[src/logic/lrelu_num_pkg.sv]
package lrelu_num_pkg;

  // accumulator input and saturated output
  localparam int IN_WIDTH  = 20;
  localparam int OUT_WIDTH = 8;

  // constants are signed, 8 fractional bits
  localparam int CFG_WIDTH = 16;
  localparam int FRAC_BITS = 8;

  // (IN_WIDTH + CFG_WIDTH - FRAC_BITS) holds x*A>>FRAC plus bias
  localparam int AFFINE_WIDTH = 28;

  // alpha = 13/128, close to 0.1
  localparam int LRELU_ALPHA_NUM   = 13;
  localparam int LRELU_ALPHA_SHIFT = 7;

  // user sideband
  localparam int USER_WIDTH = 4;
  localparam int I_IS_LRELU = 0;

  typedef logic signed [IN_WIDTH-1:0]     acc_t;
  typedef logic signed [CFG_WIDTH-1:0]    cfg_t;
  typedef logic signed [AFFINE_WIDTH-1:0] affine_t;
  typedef logic signed [OUT_WIDTH-1:0]    out_t;
  typedef logic        [USER_WIDTH-1:0]   user_t;

  // sideband that rides alongside the data pipeline
  typedef struct packed {
    logic  valid;
    logic  last;
    user_t user;
  } side_t;

endpackage

[src/logic/lrelu_activation_unit.sv]
`timescale 1ns/1ps

module lrelu_activation_unit (
  input  logic                   clk,
  input  logic                   arst_n,
  input  logic                   clken,
  input  lrelu_num_pkg::affine_t y,
  input  logic                   is_lrelu,
  input  lrelu_num_pkg::cfg_t    offset,
  output lrelu_num_pkg::out_t    z
);

  localparam int AW        = lrelu_num_pkg::AFFINE_WIDTH;
  localparam int MUL_WIDTH = AW + 4;
  localparam int SUM_WIDTH = AW + 1;
  localparam int OUT_MAX   = 2 ** (lrelu_num_pkg::OUT_WIDTH - 1) - 1;
  localparam int OUT_MIN   = -(2 ** (lrelu_num_pkg::OUT_WIDTH - 1));

  logic signed [MUL_WIDTH-1:0] scaled;
  logic signed [MUL_WIDTH-1:0] scaled_shift;
  lrelu_num_pkg::affine_t      y2_next;
  lrelu_num_pkg::affine_t      y2_q;
  lrelu_num_pkg::cfg_t         offset_q;
  logic signed [SUM_WIDTH-1:0] sum;
  lrelu_num_pkg::out_t         z_next;

  // negative words scaled by alpha with floor rounding
  assign scaled       = y * lrelu_num_pkg::LRELU_ALPHA_NUM;
  assign scaled_shift = scaled >>> lrelu_num_pkg::LRELU_ALPHA_SHIFT;
  assign y2_next      = (is_lrelu && y[AW-1]) ? $signed(scaled_shift[AW-1:0]) : y;

  always_ff @(posedge clk or negedge arst_n) begin
    if (!arst_n) begin
      y2_q     <= '0;
      offset_q <= '0;
    end else if (clken) begin
      y2_q     <= y2_next;
      offset_q <= offset;
    end
  end

  // one extra bit so the offset add cannot wrap
  assign sum = SUM_WIDTH'(y2_q) + SUM_WIDTH'(offset_q);

  always_comb begin
    if (sum > OUT_MAX) begin
      z_next = lrelu_num_pkg::out_t'(OUT_MAX);
    end else if (sum < OUT_MIN) begin
      z_next = lrelu_num_pkg::out_t'(OUT_MIN);
    end else begin
      z_next = sum[lrelu_num_pkg::OUT_WIDTH-1:0];
    end
  end

  always_ff @(posedge clk or negedge arst_n) begin
    if (!arst_n) begin
      z <= '0;
    end else if (clken) begin
      z <= z_next;
    end
  end

  // leaky slope keeps a negative word negative and no larger in magnitude
  a_leak_bounded: assert property (
    @(posedge clk) disable iff (!arst_n)
    is_lrelu && y[AW-1] |-> (y2_next < 0) && (y2_next >= y)
  );

  // clamped output keeps the sign of the sum
  a_no_wrap: assert property (
    @(posedge clk) disable iff (!arst_n)
    clken |=> z[lrelu_num_pkg::OUT_WIDTH-1] == $past(sum[SUM_WIDTH-1])
  );

endmodule

[config.mk]
export PLATFORM = sky130hd
export DESIGN_NAME = lrelu_activation_unit
export DESIGN_NICKNAME = d
export VERILOG_FILES = /design/src/logic/lrelu_num_pkg.sv /design/src/logic/lrelu_activation_unit.sv
export SDC_FILE = /design/constraint.sdc
export NUM_CORES = 1
export LEC_CHECK = 0
export BUFFER_PORTS_ARGS = -buffer_cell sky130_fd_sc_hd__buf_2
export CORE_MARGIN = 3
export CORE_UTILIZATION = 44
export CTS_CLUSTER_DIAMETER = 100
export DETAILED_ROUTE_END_ITERATION = 10
export PLACE_DENSITY = 0.58
export SYNTH_ARGS = -nofsm -noshare
export SYNTH_HDL_FRONTEND = slang
export SYNTH_SLANG_ARGS = --single-unit
[constraint.sdc]
create_clock -name clk -period 4.71 [get_ports clk]
set_input_delay 0 -clock clk [delete_from_list [all_inputs] [get_ports clk]]
set_output_delay 0 -clock clk [all_outputs]
set_load 0.02 [all_outputs]
==> impl_results.md <==
* Layout area overhead at 11.9%
* Lkg Pwr at ~3.7 nW
* RSZ-0062 raised after global routing: false
* All-Layer GR Usage at 0.192
* Cell variety after synth at 68
* Asr flop ratio synth at 1.00
* Critical path data arrival time at 4.29 ns
* Clock buffer depth at 2
* Antenna cells at 0
* H-tree levels at 2
* Worst slack at placement at around 0.37 ns
* CTS tree: built
* Synth Area in Compound Gates at 0.213
* Setup-failing EPs final at 0
* Slew of the pin with the lowest slew margin at 0.727 ns
* Sw Share at 0.449
* CP Launch Type: flop
* Post-synth EDFFs at 0
* Number of synthesis warnings at 0
* Total CTS buffers at 5
* Hold Crit Depth at 3
* Die width at around 130 um
* Vias in the first global route at between 5000 and 6000
* Critical Path Sink Type: flop
* Sequential Power Share at 0.227
* Most common cell after layout, fill and taps aside: inv_1
* Max stage delay cell, worst path: or4b_1
* Setup TNS Final at 0 ns
* Number of antenna violations at the first check in global routing at 0
* Die Area at roughly 0.017 sq mm
* CP Depth at 13
* Clock-pin slew on the worst setup and hold paths at about 0.070 ns
* DR vias at 5554
* Power Total at roughly 2.6 mW
* Layout net count at approximately 1000
* Setup Skew at around 0.0065 ns
* Worst Path Buf+Inv at 1
* Drc violations at 0
* Final-report hold violation count at 0
* Final period utilization at 0.872
* Slew HR at 0.515
* Worst hold endpoint: y2_q[16]$_DFFE_PN0P_
* Syn avg cell area at 8.56 sq um
* #FFs+latches synth at 52
* Main combinational cell family by area after synthesis: adder cells
* Clock root cell: clkbuf_16
* Initial Util at 0.453
* Synth Area in XOR/XNOR at 0.0541
* CP top delay family: compound AO/OA/AOI/OAI gates
* Site Rows at 44
* Hold Path Origin: y[16]
* I/O pin total at 56
* Prevailing post-synth register cell: dfrtp_1
* Int Pwr at 1.43 mW
* Final WS setup at 0.604 ns
* Post-CTS Resized at 0
* Reg-to-reg slack, setup at 0.60 ns
* Largest net degree at the start of global routing at 73
* Max-slew violations at 0
* ANT nets after route at 0
* Post-Route WL at 15.5 mm
* PortBufs at 55
* DP HPWL at 12.8 mm
* Post-Synth Simple-Gate Area at 0.128
* DR pass1 iterations at 4
* Cell Area, Synth at 0.00663 sq mm
* Pwr dens at around 350 mW/mm^2
* First-pass GRT wire length at between 20 and 30 mm
* VDD IR max at 170 uV
* Max incr delay on CP at 0.53 ns
* Critical path class: reg2reg
* Max-cap violations at 0
* RR Endpoint: z[1]$_DFFE_PN0P_
* Minimum clock period at 4.11 ns
* Wire length per cell at 15.1 um
* Logic pwr share at 0.632
* CTS sink count at 52
* Core box area at ~0.015 sq mm
* CP Cell Sequence: ha_1, inv_1, fa_1, nand2b_1, a21oi_2, o211ai_2, a211o_2, a21oi_1, o2111ai_1, or3b_1, or4b_1, o32a_4, o32a_1
* Clk network pwr share at 0.141
* Gate Count Post-Synth at 775
* Syn Nets at 959
* Worst path required time at 4.89 ns
* R2r startpoint: offset_q[0]$_DFFE_PN0P_
* Routability cong. at 0.900
* Total gr overflow at 0
* Most frequent cells in the layout: 139 x inv_1, 109 x ha_1, 64 x a21oi_1, 55 x nor2_1, 55 x buf_2
* Crit-path max FO at 7
* Final core utilization at 0.507
* WHS at 0.0134 ns
* Psw at about 1.2 mW
* Via density at 5.41
* Chip height at 129 um
* Seq/Total Area, Yosys at 0.196
* Hold crit path type: in2reg
* Adder-Cell Fraction of Synth Area at 0.287
* R2R cell count at 13
* Status: complete, no violations
* Multiplexer share of the synthesized area at 0.0336
* Detailed Route Iter0 Violations at 323
* Share of cells above drive strength 1 at 0.126
* Worst skew pair latency at a little under 0.3 ns
* Maximum clock frequency at 0.244 GHz
-- what timing repair did --
| action | CTS | global route |
|---|---|---|
| setup buffers | 0 | 0 |
| hold endpoints to repair | 68 | 0 |
| hold buffers | 17 | 0 |
-- layout make-up --
class	instances	area (sq um)
Clock buffer	5	125
Clock inverter	3	18.8
Fill cell	1437	7220
Inverter	139	522
Multi-Input combinational cell	568	4750
Sequential cell	52	1300
Tap cell	184	230
Timing Repair Buffer	76	475
-- synth_stat cells (all sizes together) (12+ instances only) --
library cell / count / share of area
inv: 139 / 0.079
ha: 109 / 0.21
a21oi: 67 / 0.052
nor2: 55 / 0.031
dfrtp: 52 / 0.20
nand2: 34 / 0.019
fa: 27 / 0.081
a21o: 22 / 0.025
o21ai: 21 / 0.016
xor2: 21 / 0.028
xnor2: 20 / 0.026
mux2: 18 / 0.031
nor3: 18 / 0.014
clkbuf: 13 / 0.0074
o211ai: 12 / 0.014
o21a: 12 / 0.014
-- stage by stage --
| step | std cells | cell area [sq um] |
|---|---|---|
| final | 1027 | 7420 |
| after detailed placement | 1002 | 7110 |
| after CTS | 1027 | 7420 |
| after global placement | 1002 | 7110 |
| after global routing | 1027 | 7420 |
| after floorplan | 775 | 6630 |
-- sequential cells by signal (all words and copies together), names as in the netlist --
register and flops:
offset_q 16, y2_q 28, z 8
-- layer usage --
layer,GRT usage,wire [um],vias to the layer above,share of wire
met1,0.283,7810,2595,0.50
met5,0,0,-,0
met3,0.0149,451,14,0.029
li1,-,-,2855,-
met4,0.0346,204,0,0.013
met2,0.313,7020,90,0.45
-- power by group through the flow --
stage / Combinational (mW) / Clock [mW] / Sequential (mW)
finish: 1.63 / 0.365 / 0.588
global route: 1.85 / 0.391 / 0.599
CTS: 1.63 / 0.372 / 0.590
detailed placement: 1.61 / 0 / 0.597
global placement: 1.60 / 0 / 0.597
floorplan: 1.22 / 0 / 0.611
-- how the worst max path moves through the flow --
| stage | start | endpoint | slack, ns |
|---|---|---|---|
| finish | offset_q[0]$_DFFE_PN0P_ | z[1]$_DFFE_PN0P_ | 0.60 |
| detailed placement | y[2] | y2_q[26]$_DFFE_PN0P_ | 0.37 |
| CTS | offset_q[0]$_DFFE_PN0P_ | z[1]$_DFFE_PN0P_ | 0.61 |
| global route | y[5] | y2_q[24]$_DFFE_PN0P_ | 0.38 |
| floorplan | y[2] | y2_q[26]$_DFFE_PN0P_ | 0.86 |
| global placement | y[2] | y2_q[24]$_DFFE_PN0P_ | 0.45 |
-- cell families after synthesis --
kind of cell	count (synthesis)
AND/OR/NAND/NOR	169
XOR/XNOR	41
AO/OA/AOI/OAI	202
multiplexers	20
adder cells (fa/ha/maj)	136
buffers and inverters	155
flip-flops	52
-- worst reg2reg max path, cell delays in order (launching register included) --
cell	delay [ns]
dfrtp_1	0.37
ha_1	0.20
inv_1	0.06
fa_1	0.40
nand2b_1	0.19
a21oi_2	0.27
o211ai_2	0.18
a211o_2	0.39
a21oi_1	0.18
o2111ai_1	0.14
or3b_1	0.36
or4b_1	0.53
o32a_4	0.36
o32a_1	0.35
Power figures use the tool's default switching activity.
