--- src/logic/lrelu_num_pkg.sv ---
package lrelu_num_pkg;

  // accumulator input and saturated output
  localparam int IN_WIDTH  = 20;
  localparam int OUT_WIDTH = 8;

  // constants are signed, 8 fractional bits
  localparam int CFG_WIDTH = 16;
  localparam int FRAC_BITS = 8;

  // (IN_WIDTH + CFG_WIDTH - FRAC_BITS) holds x*A>>FRAC plus bias
  localparam int AFFINE_WIDTH = 28;

  // alpha = 13/128, close to 0.1
  localparam int LRELU_ALPHA_NUM   = 13;
  localparam int LRELU_ALPHA_SHIFT = 7;

  // user sideband
  localparam int USER_WIDTH = 4;
  localparam int I_IS_LRELU = 0;

  typedef logic signed [IN_WIDTH-1:0]     acc_t;
  typedef logic signed [CFG_WIDTH-1:0]    cfg_t;
  typedef logic signed [AFFINE_WIDTH-1:0] affine_t;
  typedef logic signed [OUT_WIDTH-1:0]    out_t;
  typedef logic        [USER_WIDTH-1:0]   user_t;

  // sideband that rides alongside the data pipeline
  typedef struct packed {
    logic  valid;
    logic  last;
    user_t user;
  } side_t;

endpackage

--- src/logic/lrelu_affine_unit.sv ---
`timescale 1ns/1ps

module lrelu_affine_unit (
  input  logic                   clk,
  input  logic                   arst_n,
  input  logic                   clken,
  input  lrelu_num_pkg::acc_t    x,
  input  lrelu_num_pkg::cfg_t    scale,
  input  lrelu_num_pkg::cfg_t    bias,
  output lrelu_num_pkg::affine_t y
);

  localparam int PROD_WIDTH = lrelu_num_pkg::IN_WIDTH + lrelu_num_pkg::CFG_WIDTH;
  localparam int AW         = lrelu_num_pkg::AFFINE_WIDTH;

  logic signed [PROD_WIDTH-1:0] prod_q;
  logic signed [PROD_WIDTH-1:0] prod_shift;
  lrelu_num_pkg::cfg_t          bias_q;

  // stage one, full product, bias captured with the same beat
  always_ff @(posedge clk or negedge arst_n) begin
    if (!arst_n) begin
      prod_q <= '0;
      bias_q <= '0;
    end else if (clken) begin
      prod_q <= x * scale;
      bias_q <= bias;
    end
  end

  // floor division by 2^FRAC_BITS
  assign prod_shift = prod_q >>> lrelu_num_pkg::FRAC_BITS;

  // stage two, drop fraction and add bias
  always_ff @(posedge clk or negedge arst_n) begin
    if (!arst_n) begin
      y <= '0;
    end else if (clken) begin
      y <= $signed(prod_shift[AW-1:0]) + lrelu_num_pkg::affine_t'(bias_q);
    end
  end

endmodule

--- config.mk ---
export PLATFORM = sky130hd
export DESIGN_NAME = lrelu_affine_unit
export DESIGN_NICKNAME = d
export VERILOG_FILES = /design/src/logic/lrelu_num_pkg.sv /design/src/logic/lrelu_affine_unit.sv
export SDC_FILE = /design/constraint.sdc
export NUM_CORES = 1
export LEC_CHECK = 0
export BUFFER_PORTS_ARGS = -buffer_cell sky130_fd_sc_hd__buf_2
export CORE_UTILIZATION = 60
export CTS_CLUSTER_SIZE = 20
export DETAILED_ROUTE_END_ITERATION = 10
export PLACE_DENSITY_LB_ADDON = 0.05
export SLEW_MARGIN = 15
export SYNTH_ARGS = -nofsm -noshare
export SYNTH_HDL_FRONTEND = slang
export SYNTH_SLANG_ARGS = --single-unit
export TNS_END_PERCENT = 10
--- constraint.sdc ---
create_clock -name clk -period 5.4 [get_ports clk]
set_input_delay 1.08 -clock clk [delete_from_list [all_inputs] [get_ports clk]]
set_output_delay 1.08 -clock clk [all_outputs]
set_load 0.01 [all_outputs]
==> flow_metrics.env, run 1 <==
export IMPL_drive_gt1_share_pct=21.4
export IMPL_syn_avg_cell_area_sq_um=9.50
export IMPL_worstSetupPathType="input port to flip-flop"
export IMPL_synth_fa_ha_area_share_pct=50.5
export IMPL_met2_usage_pct=53.5
export IMPL_cts_inserted_buffers=9
export IMPL_min_period_ns=6.46
export IMPL_grt_pass1_wl_microns=58700
export IMPL_multi_input_area_sq_um=12400
export IMPL_drv_cap=0
export IMPL_post_route_period_util_pct=120
export IMPL_drt_initial_drc_count=441
export IMPL_drc=0
export IMPL_diodes=0
export IMPL_via_count=11500
export IMPL_grt_pass1_vias=12800
export IMPL_die_x_microns=162
export IMPL_synthSimpleGateAreaFrac_pct=13.9
export IMPL_status="finished, violations left"
export IMPL_syn_inst=1625
export IMPL_gp_congestion=0.894
export IMPL_clock_skew_ns=0.00815
export IMPL_critPathRequiredTime_ns=5.62
export IMPL_met3_usage_pct=2.83
export IMPL_synth_mux_area_share_pct=3.72
export IMPL_fmax_ghz=0.155
export IMPL_routed_wl_microns=33500
export IMPL_ys_types=54
export IMPL_cts_tree="built"
export IMPL_nets=2316
export IMPL_viasPerCell=5.31
export IMPL_place_hpwl_microns=28800
export IMPL_finalMaxSlewViolations=0
export IMPL_netlist_area_sq_um=15400
export IMPL_clkTransAtPathRegs_ns=0.06
export IMPL_synthArstFlopShare_pct=100
export IMPL_crit_fanout=9
export IMPL_io_buffer_count=82
export IMPL_area_delta_synth_final_pct=17.7
export IMPL_placed_area_sq_um=17500
export IMPL_regArea_sq_um=1800
export IMPL_yosys_warnings=0
export IMPL_synth_compound_area_share_pct=7.02
export IMPL_cp_arrival_ns=6.69
export IMPL_reg2reg_from="prod_q[8]"
export IMPL_syn_num_nets=2112
export IMPL_globalRoute_busiestLayer="met2"
export IMPL_hold_viol=0
export IMPL_grt_use_met1_pct=33.3
export IMPL_die_area_sq_um=26400
export IMPL_fp_row_count=58
export IMPL_setup_viol_count_final=25
export IMPL_clockBufferDepth=2
export IMPL_grt_usage_pct=28.2
export IMPL_wl_per_cell_microns=15.5
export IMPL_drtPass1Iterations=5
export IMPL_rsz0062_at_grt="true"
export IMPL_synth_edf_count=0
export IMPL_ant_nets=0
export IMPL_ys_seq_area_share_pct=11.7
export IMPL_n_fill_cell=1938
export IMPL_synth_xor_area_share_pct=2.89
export IMPL_initial_core_util_pct=61.3
export IMPL_htreeDepth=3
export IMPL_startpoint="x[5]"
export IMPL_utilization_pct=72.1
export IMPL_die_y_microns=162
export IMPL_grt_start_max_net_pins=73
export IMPL_reg2reg_slack_ns=2.14
export IMPL_io_pins=83
export IMPL_cts_num_sinks=72
export IMPL_clockRootBuffer="clkbuf_16"
export IMPL_synth_top_family_by_area="adder cells"
export IMPL_setup_ws_ns=-1.06
export IMPL_worst_slew_margin_rel_pct=38.2
export IMPL_grt_antenna_before_repair=0
export IMPL_clk_latency_ns=0.34
export IMPL_ys_ff_latch=72
export IMPL_synth_ff_type="dfrtp_1"
export IMPL_hp_start="y[4]"
export IMPL_cp_end_kind="flip-flop"
export IMPL_holdCritPathClass="flip-flop to flip-flop"
export IMPL_core_area_sq_um=25200
export IMPL_worstMarginPinSlew_ns=0.927
export IMPL_violations="setup timing"
export IMPL_grt_overflow=0
export IMPL_cp_start_kind="input port"
export IMPL_final_area_sq_um=18200
[final timing paths]
path	endpoint	depth (start not counted)
hold reg to reg	y[4]	1
min in group asynchronous	bias_q[3]	1
setup / recovery	prod_q[31]	22
setup reg to reg	y[26]	11
hold / removal	y[4]	1
max in group asynchronous	y[18]	1
[through the flow]
step | std cells | worst slack [ns] | hold slack, ns | setup TNS (ns)
floorplan | 1625 | -1.08 | 0.453 | -20.64
global placement | 2145 | -1.46 | 0.460 | -30.60
detailed placement | 2145 | -1.61 | 0.472 | -31.85
CTS | 2164 | -1.04 | 0.486 | -19.35
global route | 2164 | -1.23 | 0.504 | -23.47
finish | 2164 | -1.06 | 0.479 | -18.06
[flip-flops by register name, summed over array words and instances, names as in the netlist]
name / cells
y: 28
prod_q: 28
bias_q: 16
[cells in the final DEF (no fill, tap or decap), drive strengths merged, types with 9 or more instances in the layout]
master / instances
nand2: 189
clkbuf: 12
a21o: 17
buf: 253
ha: 114
o21a: 9
dfrtp: 72
a21oi: 39
mux2: 51
fa: 318
and2: 145
inv: 360
xor2: 12
o21ai: 32
nand2b: 9
nor2: 42
xnor2: 39
nor3: 13
[synth_stat cells (8+ instances only)]
library cell / instances / area share, %
a211oi_1: 8 / 0.39
a21o_1: 17 / 0.83
a21oi_1: 39 / 1.3
and2_1: 145 / 5.9
clkbuf_1: 60 / 1.5
dfrtp_1: 72 / 12
fa_1: 318 / 41
ha_1: 114 / 9.2
inv_1: 360 / 8.8
mux2_2: 51 / 3.7
nand2_1: 189 / 4.6
nand2b_1: 9 / 0.36
nand3_1: 8 / 0.26
nand4_1: 8 / 0.32
nor2_1: 42 / 1.0
nor3_1: 12 / 0.39
o21a_1: 9 / 0.44
o21ai_0: 31 / 1.0
xnor2_1: 39 / 2.2
xor2_1: 12 / 0.68
[final cells by class]
class                      instances  share of cell area (%)
multi-input combinational       1129                    68.2
timing repair buffer             255                    10.3
sequential                        72                    9.92
inverter                         362                    7.48
tap                              330                    2.27
clock buffer                      10                    1.26
clock inverter                     6                   0.517
[cell families after synthesis]
family,Yosys count
xor gates and xnor gates,51
buffers and inverters,424
adders and majority gates,432
DFF,72
muxes,51
and+or+nand+nor,435
AOI/OAI and AO/OA,160
[critical path: stages]
cell and delay [ns]:
buf_6 0.12, buf_4 0.15, and2_4 0.15, fa_1 0.50
fa_1 0.52, fa_1 0.56, fa_1 0.53, fa_1 0.49
inv_1 0.05, fa_1 0.47, inv_1 0.06, ha_4 0.21
a21o_1 0.19, a211oi_2 0.19, nand3_2 0.12, nor3_4 0.30
buf_4 0.18, o31ai_2 0.06, buf_4 0.16, a31oi_4 0.21
xnor2_2 0.10, mux2_2 0.26
[per-layer routing]
layer	wire length, microns	up-vias
li1	-	5344
met1	13100	5870
met2	18500	204
met3	821	76
met4	1090	0
met5	0	-
[timing repair]
item                       4_1_cts  5_1_grt
pin swaps                       19        9
hold buffers                     0        0
gates resized for setup         43       31
setup endpoints to repair       26       26
setup buffers                    3        0
Power of run 1 is left out: the tool's default activity adds up to more than one toggle a clock period on the data nets, which glitch-free logic cannot reach.
==> run 2, diff against run 1 <==
- CORE_UTILIZATION: 60 -> 40
==> run 2 against run 1 <==
Net effect:
- the flow still finishes with violations (setup timing)
- critical path depth down 1
- worst hold slack better by 0.00051 ns
- non-clock buffer count up 12
- die area up 49%
- critical endpoint is now prod_q[34]
==> flow_metrics.env, run 2 (same netlist as run 1, synthesis figures left out) <==
export IMPL_status="finished, violations left"
export IMPL_violations="setup timing"
export IMPL_mostFrequentLayoutCell="inv_1"
export IMPL_htreeDepth=3
export IMPL_layout_common_cells="inv_1 (359), fa_1 (308), buf_4 (189), nand2_1 (186), and2_1 (141)"
export IMPL_drv_cap=0
export IMPL_grt_pass1_wl_microns=62500
export IMPL_worst_slew_margin_rel_pct=38.9
export IMPL_die_x_microns=198
export IMPL_cts_inserted_buffers=9
export IMPL_cts_num_sinks=72
export IMPL_via_count=11400
export IMPL_area_delta_synth_final_pct=20.1
export IMPL_grt_pass1_vias=12700
export IMPL_holdCritPathClass="flip-flop to flip-flop"
export IMPL_gp_congestion=0.853
export IMPL_finalMaxSlewViolations=0
export IMPL_fp_row_count=71
export IMPL_ant_nets=0
export IMPL_cp_start_kind="input port"
export IMPL_post_route_period_util_pct=120
export IMPL_cp_end_kind="flip-flop"
export IMPL_clkTransAtPathRegs_ns=0.06
export IMPL_clockRootBuffer="clkbuf_16"
export IMPL_clockBufferDepth=2
export IMPL_crit_chain="clkbuf_4, nand2_2, inv_1, fa_2, buf_4, fa_2, fa_1, fa_1, fa_1, inv_1, fa_1, inv_1, ha_4, and3_1, and3_1, nand4_1, nor4_4, buf_4, or3_4, a211o_1, a31o_2"
export IMPL_dp_slack_ns=-1.66
export IMPL_drc=0
export IMPL_diodes=0
export IMPL_hold_worst_slack_ns=0.479
export IMPL_crit_family="adder cells"
export IMPL_place_hpwl_microns=31900
export IMPL_min_period_ns=6.50
export IMPL_critPathRequiredTime_ns=5.62
export IMPL_cts_tree="built"
export IMPL_critPathMaxStageDelay_ns=0.65
export IMPL_nets=2328
export IMPL_hold_viol=0
export IMPL_cp_common_cell="fa_1"
export IMPL_clock_skew_ns=0.00569
export IMPL_top_regs="prod_q x28, y x28, bias_q x16"
export IMPL_grt_usage_pct=20.3
export IMPL_setup_ws_ns=-1.10
export IMPL_drt_initial_drc_count=348
export IMPL_grt_overflow=0
export IMPL_cts_hold_buf=0
export IMPL_critPathSlowestCell="fa_2"
export IMPL_grt_antenna_before_repair=0
export IMPL_initial_core_util_pct=40.8
export IMPL_fmax_ghz=0.154
export IMPL_io_pins=83
export IMPL_io_buffer_count=82
export IMPL_rsz0062_at_grt="true"
export IMPL_grt_start_max_net_pins=73
export IMPL_die_area_sq_um=39400
export IMPL_routed_wl_microns=36600
export IMPL_wl_per_cell_microns=15.5
export IMPL_core_area_sq_um=37800
export IMPL_die_y_microns=198
export IMPL_viasPerCell=4.84
export IMPL_clk_latency_ns=0.33
export IMPL_drtPass1Iterations=4
export IMPL_worstMarginPinSlew_ns=0.911
export IMPL_crit_fanout=9
export IMPL_worstSetupPathType="input port to flip-flop"
export IMPL_setup_viol_count_final=24
export IMPL_path_buf_inv=6
export IMPL_cp_arrival_ns=6.72
export IMPL_drive_gt1_share_pct=21.6
## run 2: changes by cell type in the layout (fill, tap and decap cells not counted), moves of 6 or more
cell and change:
and2_4 -6, and2_1 +6, buf_2 -8, buf_4 +14
## run 2: worst paths after layout
check	from	end	slack, ns	cells after the start
max in group asynchronous	arst_n	y[18]	3.93	1
min in group asynchronous	arst_n	y[2]	0.88	1
min reg2reg	y[4]	y[4]	0.48	1
max reg2reg	prod_q[8]	y[26]	2.09	11
max	x[19]	prod_q[34]	-1.10	21
min	y[4]	y[4]	0.48	1
## run 2: metrics by stage
stage / cells / utilization (%) / cell area, sq um / setup TNS [ns]
floorplan: 1625 / - / 15700 / -20.64
global placement: 2330 / 47.1 / 17800 / -34.06
detailed placement: 2330 / 47.1 / 17800 / -34.54
CTS: 2347 / 48.5 / 18400 / -20.24
global route: 2357 / 49.0 / 18500 / -25.40
finish: 2357 / 49.0 / 18500 / -19.62
## run 2: layer usage
metal / wire, microns / vias up / track usage, % / part of all wire [%]
li1: - / 5370 / - / -
met4: 551 / 0 / 3.16 / 1.5
met1: 15000 / 5872 / 24.2 / 41
met3: 751 / 30 / 1.81 / 2.1
met2: 20300 / 135 / 39.8 / 56
met5: 0 / - / 0 / 0
## run 2: cell type report
cell class,instances,area (sq um)
Sequential cell,72,1800
Fill cell,3699,19300
Tap cell,511,639
Multi-Input combinational cell,1129,12400
Inverter,362,1360
Clock inverter,7,120
Clock buffer,9,225
Timing Repair Buffer,267,2030
## run 2: worst reg2reg max path, cell delays in order (launching register included)
cell and delay, ns:
dfrtp_1 0.34, ha_1 0.21, inv_1 0.07, fa_1 0.40, nor2b_1 0.17, o31a_1 0.19
o21ai_0 0.21, a2111oi_1 0.76, o41ai_2 0.24, o21ai_0 0.30, a211o_1 0.16, o221ai_1 0.10
## run 2: what timing repair did
action                                  4_1_cts  5_1_grt
pin swaps                                    18       13
resized for setup                            44       34
endpoints found under the setup margin       26       27
setup buffers                                 1       10
endpoints found under the hold margin         0        0
Power of run 2 is left out for the same reason.
