## src/logic/lrelu_geom_pkg.sv

```systemverilog
package lrelu_geom_pkg;

  // channel groups, each with its own constant set
  localparam int GROUPS = 2;

  // words per group in one data beat
  localparam int UNITS = 4;

  // config set is scale, then bias, then offset
  localparam int CONFIG_BEATS = 3;
  localparam int BEAT_SCALE   = 0;
  localparam int BEAT_BIAS    = 1;
  localparam int BEAT_OFFSET  = 2;

  // enabled cycles through each half of the datapath
  localparam int AFFINE_LATENCY = 2;
  localparam int ACT_LATENCY    = 2;
  localparam int PIPE_LATENCY   = AFFINE_LATENCY + ACT_LATENCY;

  // holds 0 up to CONFIG_BEATS inclusive
  localparam int CONFIG_COUNT_WIDTH = $clog2(CONFIG_BEATS + 1);

  typedef logic [CONFIG_COUNT_WIDTH-1:0] config_count_t;

endpackage

```

## src/logic/lrelu_num_pkg.sv

```systemverilog
package lrelu_num_pkg;

  // accumulator input and saturated output
  localparam int IN_WIDTH  = 20;
  localparam int OUT_WIDTH = 8;

  // constants are signed, 8 fractional bits
  localparam int CFG_WIDTH = 16;
  localparam int FRAC_BITS = 8;

  // (IN_WIDTH + CFG_WIDTH - FRAC_BITS) holds x*A>>FRAC plus bias
  localparam int AFFINE_WIDTH = 28;

  // alpha = 13/128, close to 0.1
  localparam int LRELU_ALPHA_NUM   = 13;
  localparam int LRELU_ALPHA_SHIFT = 7;

  // user sideband
  localparam int USER_WIDTH = 4;
  localparam int I_IS_LRELU = 0;

  typedef logic signed [IN_WIDTH-1:0]     acc_t;
  typedef logic signed [CFG_WIDTH-1:0]    cfg_t;
  typedef logic signed [AFFINE_WIDTH-1:0] affine_t;
  typedef logic signed [OUT_WIDTH-1:0]    out_t;
  typedef logic        [USER_WIDTH-1:0]   user_t;

  // sideband that rides alongside the data pipeline
  typedef struct packed {
    logic  valid;
    logic  last;
    user_t user;
  } side_t;

endpackage

```

## src/logic/lrelu_config_loader.sv

```systemverilog
`timescale 1ns/1ps

module lrelu_config_loader (
  input  logic                                                 clk,
  input  logic                                                 arst_n,
  input  logic                                                 clken,
  input  logic                                                 s_valid_config,
  input  logic                                                 config_restart,
  input  logic [lrelu_geom_pkg::GROUPS*lrelu_num_pkg::CFG_WIDTH-1:0] config_data,
  output lrelu_num_pkg::cfg_t                                  scale  [lrelu_geom_pkg::GROUPS],
  output lrelu_num_pkg::cfg_t                                  bias   [lrelu_geom_pkg::GROUPS],
  output lrelu_num_pkg::cfg_t                                  offset [lrelu_geom_pkg::GROUPS],
  output logic                                                 count_config_full
);

  localparam int GROUPS = lrelu_geom_pkg::GROUPS;
  localparam int W      = lrelu_num_pkg::CFG_WIDTH;

  lrelu_geom_pkg::config_count_t count_q;
  logic                          full_q;
  logic                          restart;
  logic                          write_en;
  lrelu_num_pkg::cfg_t           config_word [GROUPS];

  // group g sits at bits [g*W +: W]
  for (genvar g = 0; g < GROUPS; g++) begin : g_split
    assign config_word[g] = config_data[g*W +: W];
  end

  assign restart  = clken && config_restart;
  // restart wins over a beat on the same edge
  assign write_en = clken && s_valid_config && !full_q && !config_restart;

  always_ff @(posedge clk or negedge arst_n) begin
    if (!arst_n) begin
      count_q <= '0;
      full_q  <= 1'b0;
    end else if (restart) begin
      count_q <= '0;
      full_q  <= 1'b0;
    end else if (write_en) begin
      count_q <= count_q + 1'b1;
      if (count_q == lrelu_geom_pkg::config_count_t'(lrelu_geom_pkg::CONFIG_BEATS - 1)) begin
        full_q <= 1'b1;
      end
    end
  end

  // beat number picks the bank for all groups at once
  always_ff @(posedge clk or negedge arst_n) begin
    if (!arst_n) begin
      for (int g = 0; g < GROUPS; g++) begin
        scale[g]  <= '0;
        bias[g]   <= '0;
        offset[g] <= '0;
      end
    end else if (write_en) begin
      for (int g = 0; g < GROUPS; g++) begin
        case (count_q)
          lrelu_geom_pkg::config_count_t'(lrelu_geom_pkg::BEAT_SCALE):  scale[g]  <= config_word[g];
          lrelu_geom_pkg::config_count_t'(lrelu_geom_pkg::BEAT_BIAS):   bias[g]   <= config_word[g];
          lrelu_geom_pkg::config_count_t'(lrelu_geom_pkg::BEAT_OFFSET): offset[g] <= config_word[g];
          default: ;
        endcase
      end
    end
  end

  assign count_config_full = full_q;

  // counter rests at the set size exactly while the flag is up
  a_count_bound: assert property (
    @(posedge clk) disable iff (!arst_n)
    full_q == (count_q == lrelu_geom_pkg::config_count_t'(lrelu_geom_pkg::CONFIG_BEATS))
  );

endmodule

```

## config.mk

```make
export PLATFORM = sky130hd
export DESIGN_NAME = lrelu_config_loader
export DESIGN_NICKNAME = d
export VERILOG_FILES = /design/src/logic/lrelu_geom_pkg.sv /design/src/logic/lrelu_num_pkg.sv /design/src/logic/lrelu_config_loader.sv
export SDC_FILE = /design/constraint.sdc
export NUM_CORES = 1
export LEC_CHECK = 0
export ABC_AREA = 1
export BUFFER_PORTS_ARGS = -buffer_cell sky130_fd_sc_hd__buf_4
export CAP_MARGIN = 0
export CORE_ASPECT_RATIO = 0.6
export CORE_MARGIN = 4
export CORE_UTILIZATION = 40
export CTS_CLUSTER_DIAMETER = 100
export CTS_CLUSTER_SIZE = 28
export DETAILED_ROUTE_END_ITERATION = 8
export PLACE_DENSITY = 0.63
export SYNTH_ARGS = -nofsm -noshare
export SYNTH_HDL_FRONTEND = slang
export SYNTH_SLANG_ARGS = --single-unit
```

## constraint.sdc

```tcl
create_clock -name clk -period 1.81 [get_ports clk]
set_clock_uncertainty 0.1 [all_clocks]
set_input_delay 0.0905 -clock clk [delete_from_list [all_inputs] [get_ports clk]]
set_output_delay 0.0905 -clock clk [all_outputs]
set_load 0.01 [all_outputs]
```

==> reports/results.ini, run 1 <==
[worst_setup_path]
slowest_stage = dlygate4sd3_1
worstPathCellList = dlygate4sd3_1 -> buf_4 -> nor2_4 -> buf_12 -> nand3_2 -> buf_4 -> nand2_1 -> nand2_1
required_ps = 1940
cp_slowest_stage_delay_ps = 540
worst-path-stages = 8
endpoint_kind = flip-flop
ff2ff_path_depth = 6
rrSetupSlack_ps = 200
cp_num_buf_inv = 4
critPathMaxFanout = 57
critPathLaunchType = input port
critPathTopFamily = buffers and inverters
critPathArrivalTime_ps = 1760
critPathKind = in -> reg

[detailed_routing]
top_layer = met4
drt-total-wl_mm = 12.46
dr_wl_met3_mm = 1.041
drc = 0
routedWlPerCell_microns = 16.79
met2_length_mm = 5.342
drt_pass1_iterations = 4
drt_iter0_drc = 269
drt-met1-wl_mm = 5.963
vias_per_cell = 5.260
ant_nets = 0
vias = 3903

[global_routing]
grt_pass1_vias = 3900
grt_pass1_wl_mm = 20.27
antenna_found_initial = 0
grt_usage_pct = 21.04
grt_overflow = 0
grt_max_degree = 100

[floorplanning]
die_y_microns = 86.74
io_pins = 134
floorplan.rows = 28
start_util_pct = 41.54
die_w_microns = 139.2
core_area_sq_mm = 0.009950
dieArea_sq_mm = 0.01208

[sta]
setup_tns_ps = 0
maxSlewHeadroom_pct = 60.95
tightest_slew_ps = 585.8
rsz0062_at_grt = no
timing.fmax_mhz = 614.4
final.period_utilization_pct = 89.93
hold_violations = 0
final-setup-viol-count = 0
period_needed_ps = 1628
slew_viol_final = 0

[placement]
io_buffers = 133
dp_hpwl_mm = 8.112
place_inst = 692
gp_congestion = 0.8082

[layout]
fillers = 885
fin_cells = 742
antenna_cells_inserted = 0
final_cell_mix = nand2_1 (199), buf_4 (144), dfrtp_1 (99), nand4_1 (96), dlygate4sd3_1 (35)
layout-drive-gt1-share_pct = 27.18
nNetsFinal = 643
area_delta_synth_final_pct = 43.75
layout_commonest_cell = nand2_1

[power_and_ir_drop]
power_frac_comb_pct = 33.5
p_int_uw = 5594
leakage_uw = 0.003203
ir_drop_mv = 0.7060
power_switching_uw = 2705
power_frac_seq_pct = 42.1
cellPowerDensity_mw_per_mm2 = 1397
swShare_pct = 32.60
clockPowerShare_pct = 24.4

[cts]
ctsRootBufferMaster = clkbuf_16
cts_sinks = 99
cts_tree = yes
htree_levels = 3
clk_path_buf_depth = 2
clkLatencyLatePin_ps = 340
path_clk_slew_ps = 60
numCtsBuffers = 9
postCtsSetupRepairBufs = 0

[synthesis]
syn_avg_cell_area_sq_um = 9.163
synth_area_sq_mm = 0.004133
synth_cell_type_count = 12
yosys_warnings = 0
syn-num-nets = 491
yosysSeqAreaShare_pct = 59.95
synthCells = 451
ys_ff_latch = 99

[min_path]
hold_path.class = in -> async

[job]
maxCapViolations = 0

[status]
status = completed

-- per-layer routing --
metal / track usage (%) / up-vias
met1: 30.10 / 1898
met3: 5.899 / 12
met2: 31.77 / 157
met5: 0 / -
li1: - / 1836
met4: 5.684 / 0
-- power by group through the flow --
stage          registers (uW)  logic [uW]  clock network, uW
3_5_place_dp             3500        2760                  0
3_3_place_gp             3510        2700                  0
4_1_cts                  3490        2820               2070
6_report                 3500        2780               2020
2_1_floorplan            3770         792                  0
5_1_grt                  3580        3060               2160
-- logic make-up after synthesis --
kind of cell	after synthesis	share of synthesized area, %
buf+inv	46	5.298
flops	99	59.95
simple gates	303	33.85
fa+ha+maj	3	0.9084
-- state kept, by name (all words and copies together), names as in the netlist --
signal / count
count_config_full: 1
offset: 32
bias: 32
scale: 32
count_q: 2
-- cell type report --
class	instances	area [sq um]	share of cell area, %
multi-input cells	306	1441	24.26
repair buffers	184	1531	25.78
well taps	135	168.9	2.843
flip-flops and latches	99	2477	41.70
inverters	3	11.26	0.1896
clock inverters	2	60.06	1.011
clock buffers	13	250.2	4.212
-- synth_stat cells --
| master | n | area [sq um] |
|---|---|---|
| buf_2 | 31 | 155.2 |
| buf_4 | 2 | 15.01 |
| clkbuf_1 | 10 | 37.54 |
| dfrtp_1 | 99 | 2477 |
| ha_1 | 3 | 37.54 |
| inv_1 | 2 | 7.510 |
| inv_2 | 1 | 3.750 |
| nand2_1 | 199 | 747.0 |
| nand3_1 | 5 | 25.02 |
| nand3_2 | 2 | 20.02 |
| nand4_1 | 96 | 600.6 |
| nor2_2 | 1 | 6.260 |
-- stage by stage --
step / area (sq um) / power, uW / util (%) / worst slack, ps / hold slack, ps
3_5_place_dp: 5280 / 6266 / 53.07 / 218.6 / 97.18
3_3_place_gp: 5280 / 6210 / 53.07 / 228.3 / 95.06
6_report: 5941 / 8299 / 59.71 / 182.4 / 222.2
4_1_cts: 5941 / 8382 / 59.71 / 200.0 / 240.9
2_1_floorplan: 4133 / 4564 / - / 369.6 / -305.1
5_1_grt: 5941 / 8805 / 59.71 / 116.3 / 289.4
-- path summary, 6_finish.rpt --
| kind | from | end |
|---|---|---|
| max in group asynchronous | arst_n | scale[10] |
| setup / recovery | config_restart | scale[9] |
| min in group clk | s_valid_config | bias[28] |
| hold reg to reg | bias[6] | bias[6] |
| hold / removal | arst_n | bias[8] |
| setup reg to reg | count_config_full | scale[9] |
-- what timing repair did --
| action | 4_1_cts | 5_1_grt |
|---|---|---|
| hold endpoints to repair | 196 | 0 |
| gates resized for setup | 0 | 0 |
| hold buffers | 35 | 0 |
-- tightest hold or removal path: cells and delay by family --
kind | cells | cell delay (ps)
buffers and inverters | 3 | 1010
Note: power is estimated with default switching activity, not from simulation.
==> run 2, diff against run 1 <==
- CTS_BUF_LIST: default -> sky130_fd_sc_hd__clkbuf_8 sky130_fd_sc_hd__clkbuf_16
- SETUP_SLACK_MARGIN: default -> 0.3
- SKIP_CTS_REPAIR_TIMING: default -> 1
==> reports/results.ini, run 2 (synthesis results as in run 1) <==
[worst_setup_path]
endpoint = scale[3]
cp_num_buf_inv = 3
critPathLaunchType = flip-flop
worstReg2RegEnd = scale[3]
endpoint_kind = flip-flop
slowest_stage = dfrtp_1
required_ps = 1940
r2r_start = count_config_full
cp_slowest_stage_delay_ps = 420
rrSetupSlack_ps = 350
critPathMaxFanout = 14
worst-path-stages = 7
worstPathCellList = nor2_4 -> buf_12 -> buf_12 -> nand3_2 -> buf_4 -> nand2_1 -> nand2_1
crit_start = count_config_full
critPathTopFamily = buffers and inverters
critPathArrivalTime_ps = 1590
critPathKind = reg -> reg
ff2ff_path_depth = 7

[floorplanning]
core_area_sq_mm = 0.009950
dieArea_sq_mm = 0.01208
start_util_pct = 41.54
die_y_microns = 86.74
floorplan.rows = 28
io_pins = 134
die_w_microns = 139.2

[detailed_routing]
drt_iter0_drc = 219
vias = 4048
drt-total-wl_mm = 13.55
ant_nets = 0
drc = 0
drt_pass1_iterations = 5
vias_per_cell = 5.347
routedWlPerCell_microns = 17.90

[placement]
dp_hpwl_mm = 8.112
io_buffers = 133
place_inst = 692
gp_congestion = 0.8082

[sta]
final.period_utilization_pct = 80.87
rsz0062_at_grt = no
whs_ps = 38.20
maxSlewHeadroom_pct = 62.25
slew_viol_final = 0
tightest_slew_ps = 566.2
period_needed_ps = 1464
setup_tns_ps = 0
final-setup-viol-count = 0
timing.fmax_mhz = 683.1
hold_violations = 0

[power_and_ir_drop]
leakage_uw = 0.003338
finalPower_uw = 8400
cellPowerDensity_mw_per_mm2 = 1356
ir_drop_mv = 0.7042

[cts]
cts_sinks = 99
ctsRootBufferMaster = clkbuf_16
htree_levels = 3
cts_tree = yes
path_clk_slew_ps = 70
clk_path_buf_depth = 2
clkLatencyLatePin_ps = 340
numCtsBuffers = 9

[global_routing]
grt_pass1_wl_mm = 19.87
grt_overflow = 0
antenna_found_initial = 0
grt_usage_pct = 20.67
grt_max_degree = 100
grt_pass1_vias = 3766

[layout]
fin_cells = 757
final_cell_mix = nand2_1 (199), buf_4 (149), dfrtp_1 (99), nand4_1 (96), dlygate4sd3_1 (34)
antenna_cells_inserted = 0
fillers = 849
layout-drive-gt1-share_pct = 29.58
reg_top3 = bias (32), offset (32), scale (32)
nNetsFinal = 658
layout_commonest_cell = nand2_1
area_delta_synth_final_pct = 49.86

[job]
maxCapViolations = 0

[status]
status = completed

[min_path]
hold_path.class = in -> reg

[run 2: cell types whose count changed in the layout (fill, tap and decap cells not counted), sizes merged]
cell / delta
inv: +3
dlygate4sd3: -1
clkbuf: +1
buf: +12
[run 2: through the flow]
stage	setup WS [ps]	area (sq um)	util, %
global route	287.5	6193	62.25
finish	346.2	6193	62.25
floorplan	369.6	4133	-
global placement	228.3	5280	53.07
CTS	200.0	5590	56.19
detailed placement	218.6	5280	53.07
[run 2: final cells by class]
cell class                 count  area, sq um  share of cell area (%)
sequential                    99         2477                   40.00
timing repair buffer         199         1759                   28.40
multi-input combinational    306         1466                   23.68
clock buffer                  10        239.0                   3.859
tap                          135        168.9                   2.727
clock inverter                 5        71.32                   1.152
inverter                       3        11.26                  0.1818
[run 2: worst min-delay path by stage]
stage                              endpoint  slack (ps)      startpoint  cells after the start
after global routing      count_config_full          30  config_restart                      4
after CTS                          bias[14]        -270          arst_n                      2
after detailed placement           bias[10]         100          arst_n                      2
after global placement            offset[9]         100          arst_n                      2
after floorplan                     bias[0]        -310          arst_n                      0
final                     count_config_full          40  config_restart                      4
[run 2: metal layers]
layer / GRT usage (%) / share of wire (%) / wire [microns] / up-vias
met2: 30.50 / 44 / 5925 / 166
met3: 6.505 / 7.3 / 995 / 13
li1: - / - / - / 1870
met1: 29.74 / 48 / 6526 / 1999
met5: 0 / 0 / 0 / -
met4: 5.417 / 0.79 / 107 / 0
[run 2: tightest hold or removal path: stages]
cell	delay, ps
buf_4	100
nand2_1	110
nand2_1	90
nand2_1	50
[run 2: power by group]
group	leakage [uW]	internal [uW]	total (uW)	switching [uW]
Combinational	0.00190	1430	2890	1450
Sequential	0.00127	2980	3500	518
Clock	0.000162	1230	2010	786
Total	0.00334	5640	8400	2760
==> run 3, diff against run 2 <==
- PLACE_DENSITY: 0.63 -> 0.66
- clock period: 1.81 -> 1.2 ns (I/O delays scaled with it)
==> reports/results.ini, run 3 (synthesis results as in run 1) <==
[status]
status = complete, but fails checks
violations = hold timing, setup timing

[floorplanning]
start_util_pct = 41.54
die_y_microns = 86.74
core_area_sq_mm = 0.009950
die_w_microns = 139.2
io_pins = 134
dieArea_sq_mm = 0.01208
floorplan.rows = 28

[cts]
cts_sinks = 99
numCtsBuffers = 9
clk_path_buf_depth = 2
clkLatencyLatePin_ps = 340
cts_tree = yes
ctsRootBufferMaster = clkbuf_16
htree_levels = 3
path_clk_slew_ps = 60

[layout]
area_delta_synth_final_pct = 68.63
nNetsFinal = 701
layout-drive-gt1-share_pct = 37.09
design_area_sq_mm = 0.006969
antenna_cells_inserted = 0
reg_top3 = bias (32), offset (32), scale (32)
fillers = 728
final_cell_mix = nand2_1 (185), buf_6 (101), dfrtp_1 (98), nand4_1 (96), buf_4 (92)
fin_cells = 801
layout_commonest_cell = nand2_1

[power_and_ir_drop]
swShare_pct = 32.86
power_frac_seq_pct = 38.4
cellPowerDensity_mw_per_mm2 = 2066
ir_drop_mv = 1.031
p_int_uw = 9668
power_switching_uw = 4732
clockPowerShare_pct = 19.7
power_frac_comb_pct = 41.9
leakage_uw = 0.003657

[global_routing]
grt_overflow = 0
antenna_found_initial = 0
grt_pass1_wl_mm = 20.71
grt_usage_pct = 21.66
grt_pass1_vias = 3883
grt_max_degree = 72

[worst_setup_path]
endpoint_kind = flip-flop
cpMostUsedCell = nand2_1
critPathKind = reg -> reg
worstPathCellList = inv_4 -> ha_4 -> nand3_4 -> buf_12 -> nand2_1 -> nand2_1
critPathLaunchType = flip-flop
cp_slowest_stage_delay_ps = 450
slowest_stage = dfrtp_2
rrSetupSlack_ps = -140
critPathArrivalTime_ps = 1470
critPathMaxFanout = 18
required_ps = 1330

[placement]
post_dp_cell_area_sq_mm = 0.005523
io_buffers = 133
dp_hpwl_mm = 8.909
gp_congestion = 0.8266
place_inst = 704

[detailed_routing]
ant_nets = 0
drt-met1-wl_mm = 6.148
vias = 4218
drc = 0
drt_pass1_iterations = 7
routedWlPerCell_microns = 17.85
dr_wl_met3_mm = 1.200
met2_length_mm = 6.815
vias_per_cell = 5.266
drt_iter0_drc = 269
drt-total-wl_mm = 14.30
top_layer = met4

[sta]
timing.fmax_mhz = 746.6
finalWorstSetupSlack_ps = -139.5
final.period_utilization_pct = 111.6
maxSlewHeadroom_pct = 71.89
whs_ps = -445.8
final-setup-viol-count = 100
tightest_slew_ps = 421.7
slew_viol_final = 0
hold_violations = 99
period_needed_ps = 1339
rsz0062_at_grt = yes

[min_path]
hold_path.class = in -> async

[job]
maxCapViolations = 0

## run 3: changes by cell type in the layout (fill, tap and decap cells not counted), sizes merged
cell    previous run  this run
buf              161       208
bufinv             2         0
clkbuf            14        13
clkinv             0         1
inv                6         5
## run 3: per-layer routing
| layer | vias to the layer above | global-route usage, % |
|---|---|---|
| met1 | 2076 | 31.01 |
| met2 | 180 | 31.51 |
| met5 | - | 0 |
| met3 | 18 | 7.828 |
| met4 | 0 | 5.329 |
| li1 | 1944 | - |
## run 3: area by class of cell
class                      count  area, sq um  area share (%)
inverter                       3        13.76          0.1975
tap                          135        168.9           2.424
clock buffer                  13        280.3           4.022
sequential                    99         2479           35.57
clock inverter                 3        12.51          0.1795
timing repair buffer         242         2469           35.42
multi-input combinational    306         1546           22.19
## run 3: power by group through the flow
| stage | sequential, uW | clock (uW) | combinational, uW |
|---|---|---|---|
| after global placement | 5280 | 0 | 4240 |
| final | 5530 | 2830 | 6040 |
| after detailed placement | 5290 | 0 | 4360 |
| after CTS | 5270 | 2880 | 4360 |
| after floorplan | 5690 | 0 | 1260 |
| after global routing | 5640 | 3010 | 6510 |
## run 3: through the flow
step	power, uW	hold WS [ps]	util [%]	worst slack (ps)	setup TNS [ps]
6_report	14400	-445.8	70.05	-139.5	-10420
5_1_grt	15170	-417.4	70.05	-198.2	-15600
4_1_cts	12510	-434.4	58.45	-199.4	-16400
3_5_place_dp	9650	-71.87	55.51	-181.4	-14970
3_3_place_gp	9522	-73.65	55.51	-150.9	-11360
2_1_floorplan	6951	-335.6	-	-89.02	-8137
## run 3: path summary, 6_finish.rpt
check | to | cells past startpoint | startpoint
worst max-delay path | scale[26] | 6 | count_q[0]
worst min-delay path | offset[10] | 1 | arst_n
worst max register to register | scale[26] | 6 | count_q[0]
worst min register to register | offset[23] | 2 | offset[23]
max in group asynchronous | bias[20] | 2 | arst_n
min in group clk | bias[6] | 5 | config_restart
## run 3: critical path, delay by kind of cell, from the launching register on
family,cells,cell delay [ps]
DFF,1,450
buffers and inverters,2,270
and+or+nand+nor,3,240
adders and majority gates,1,160
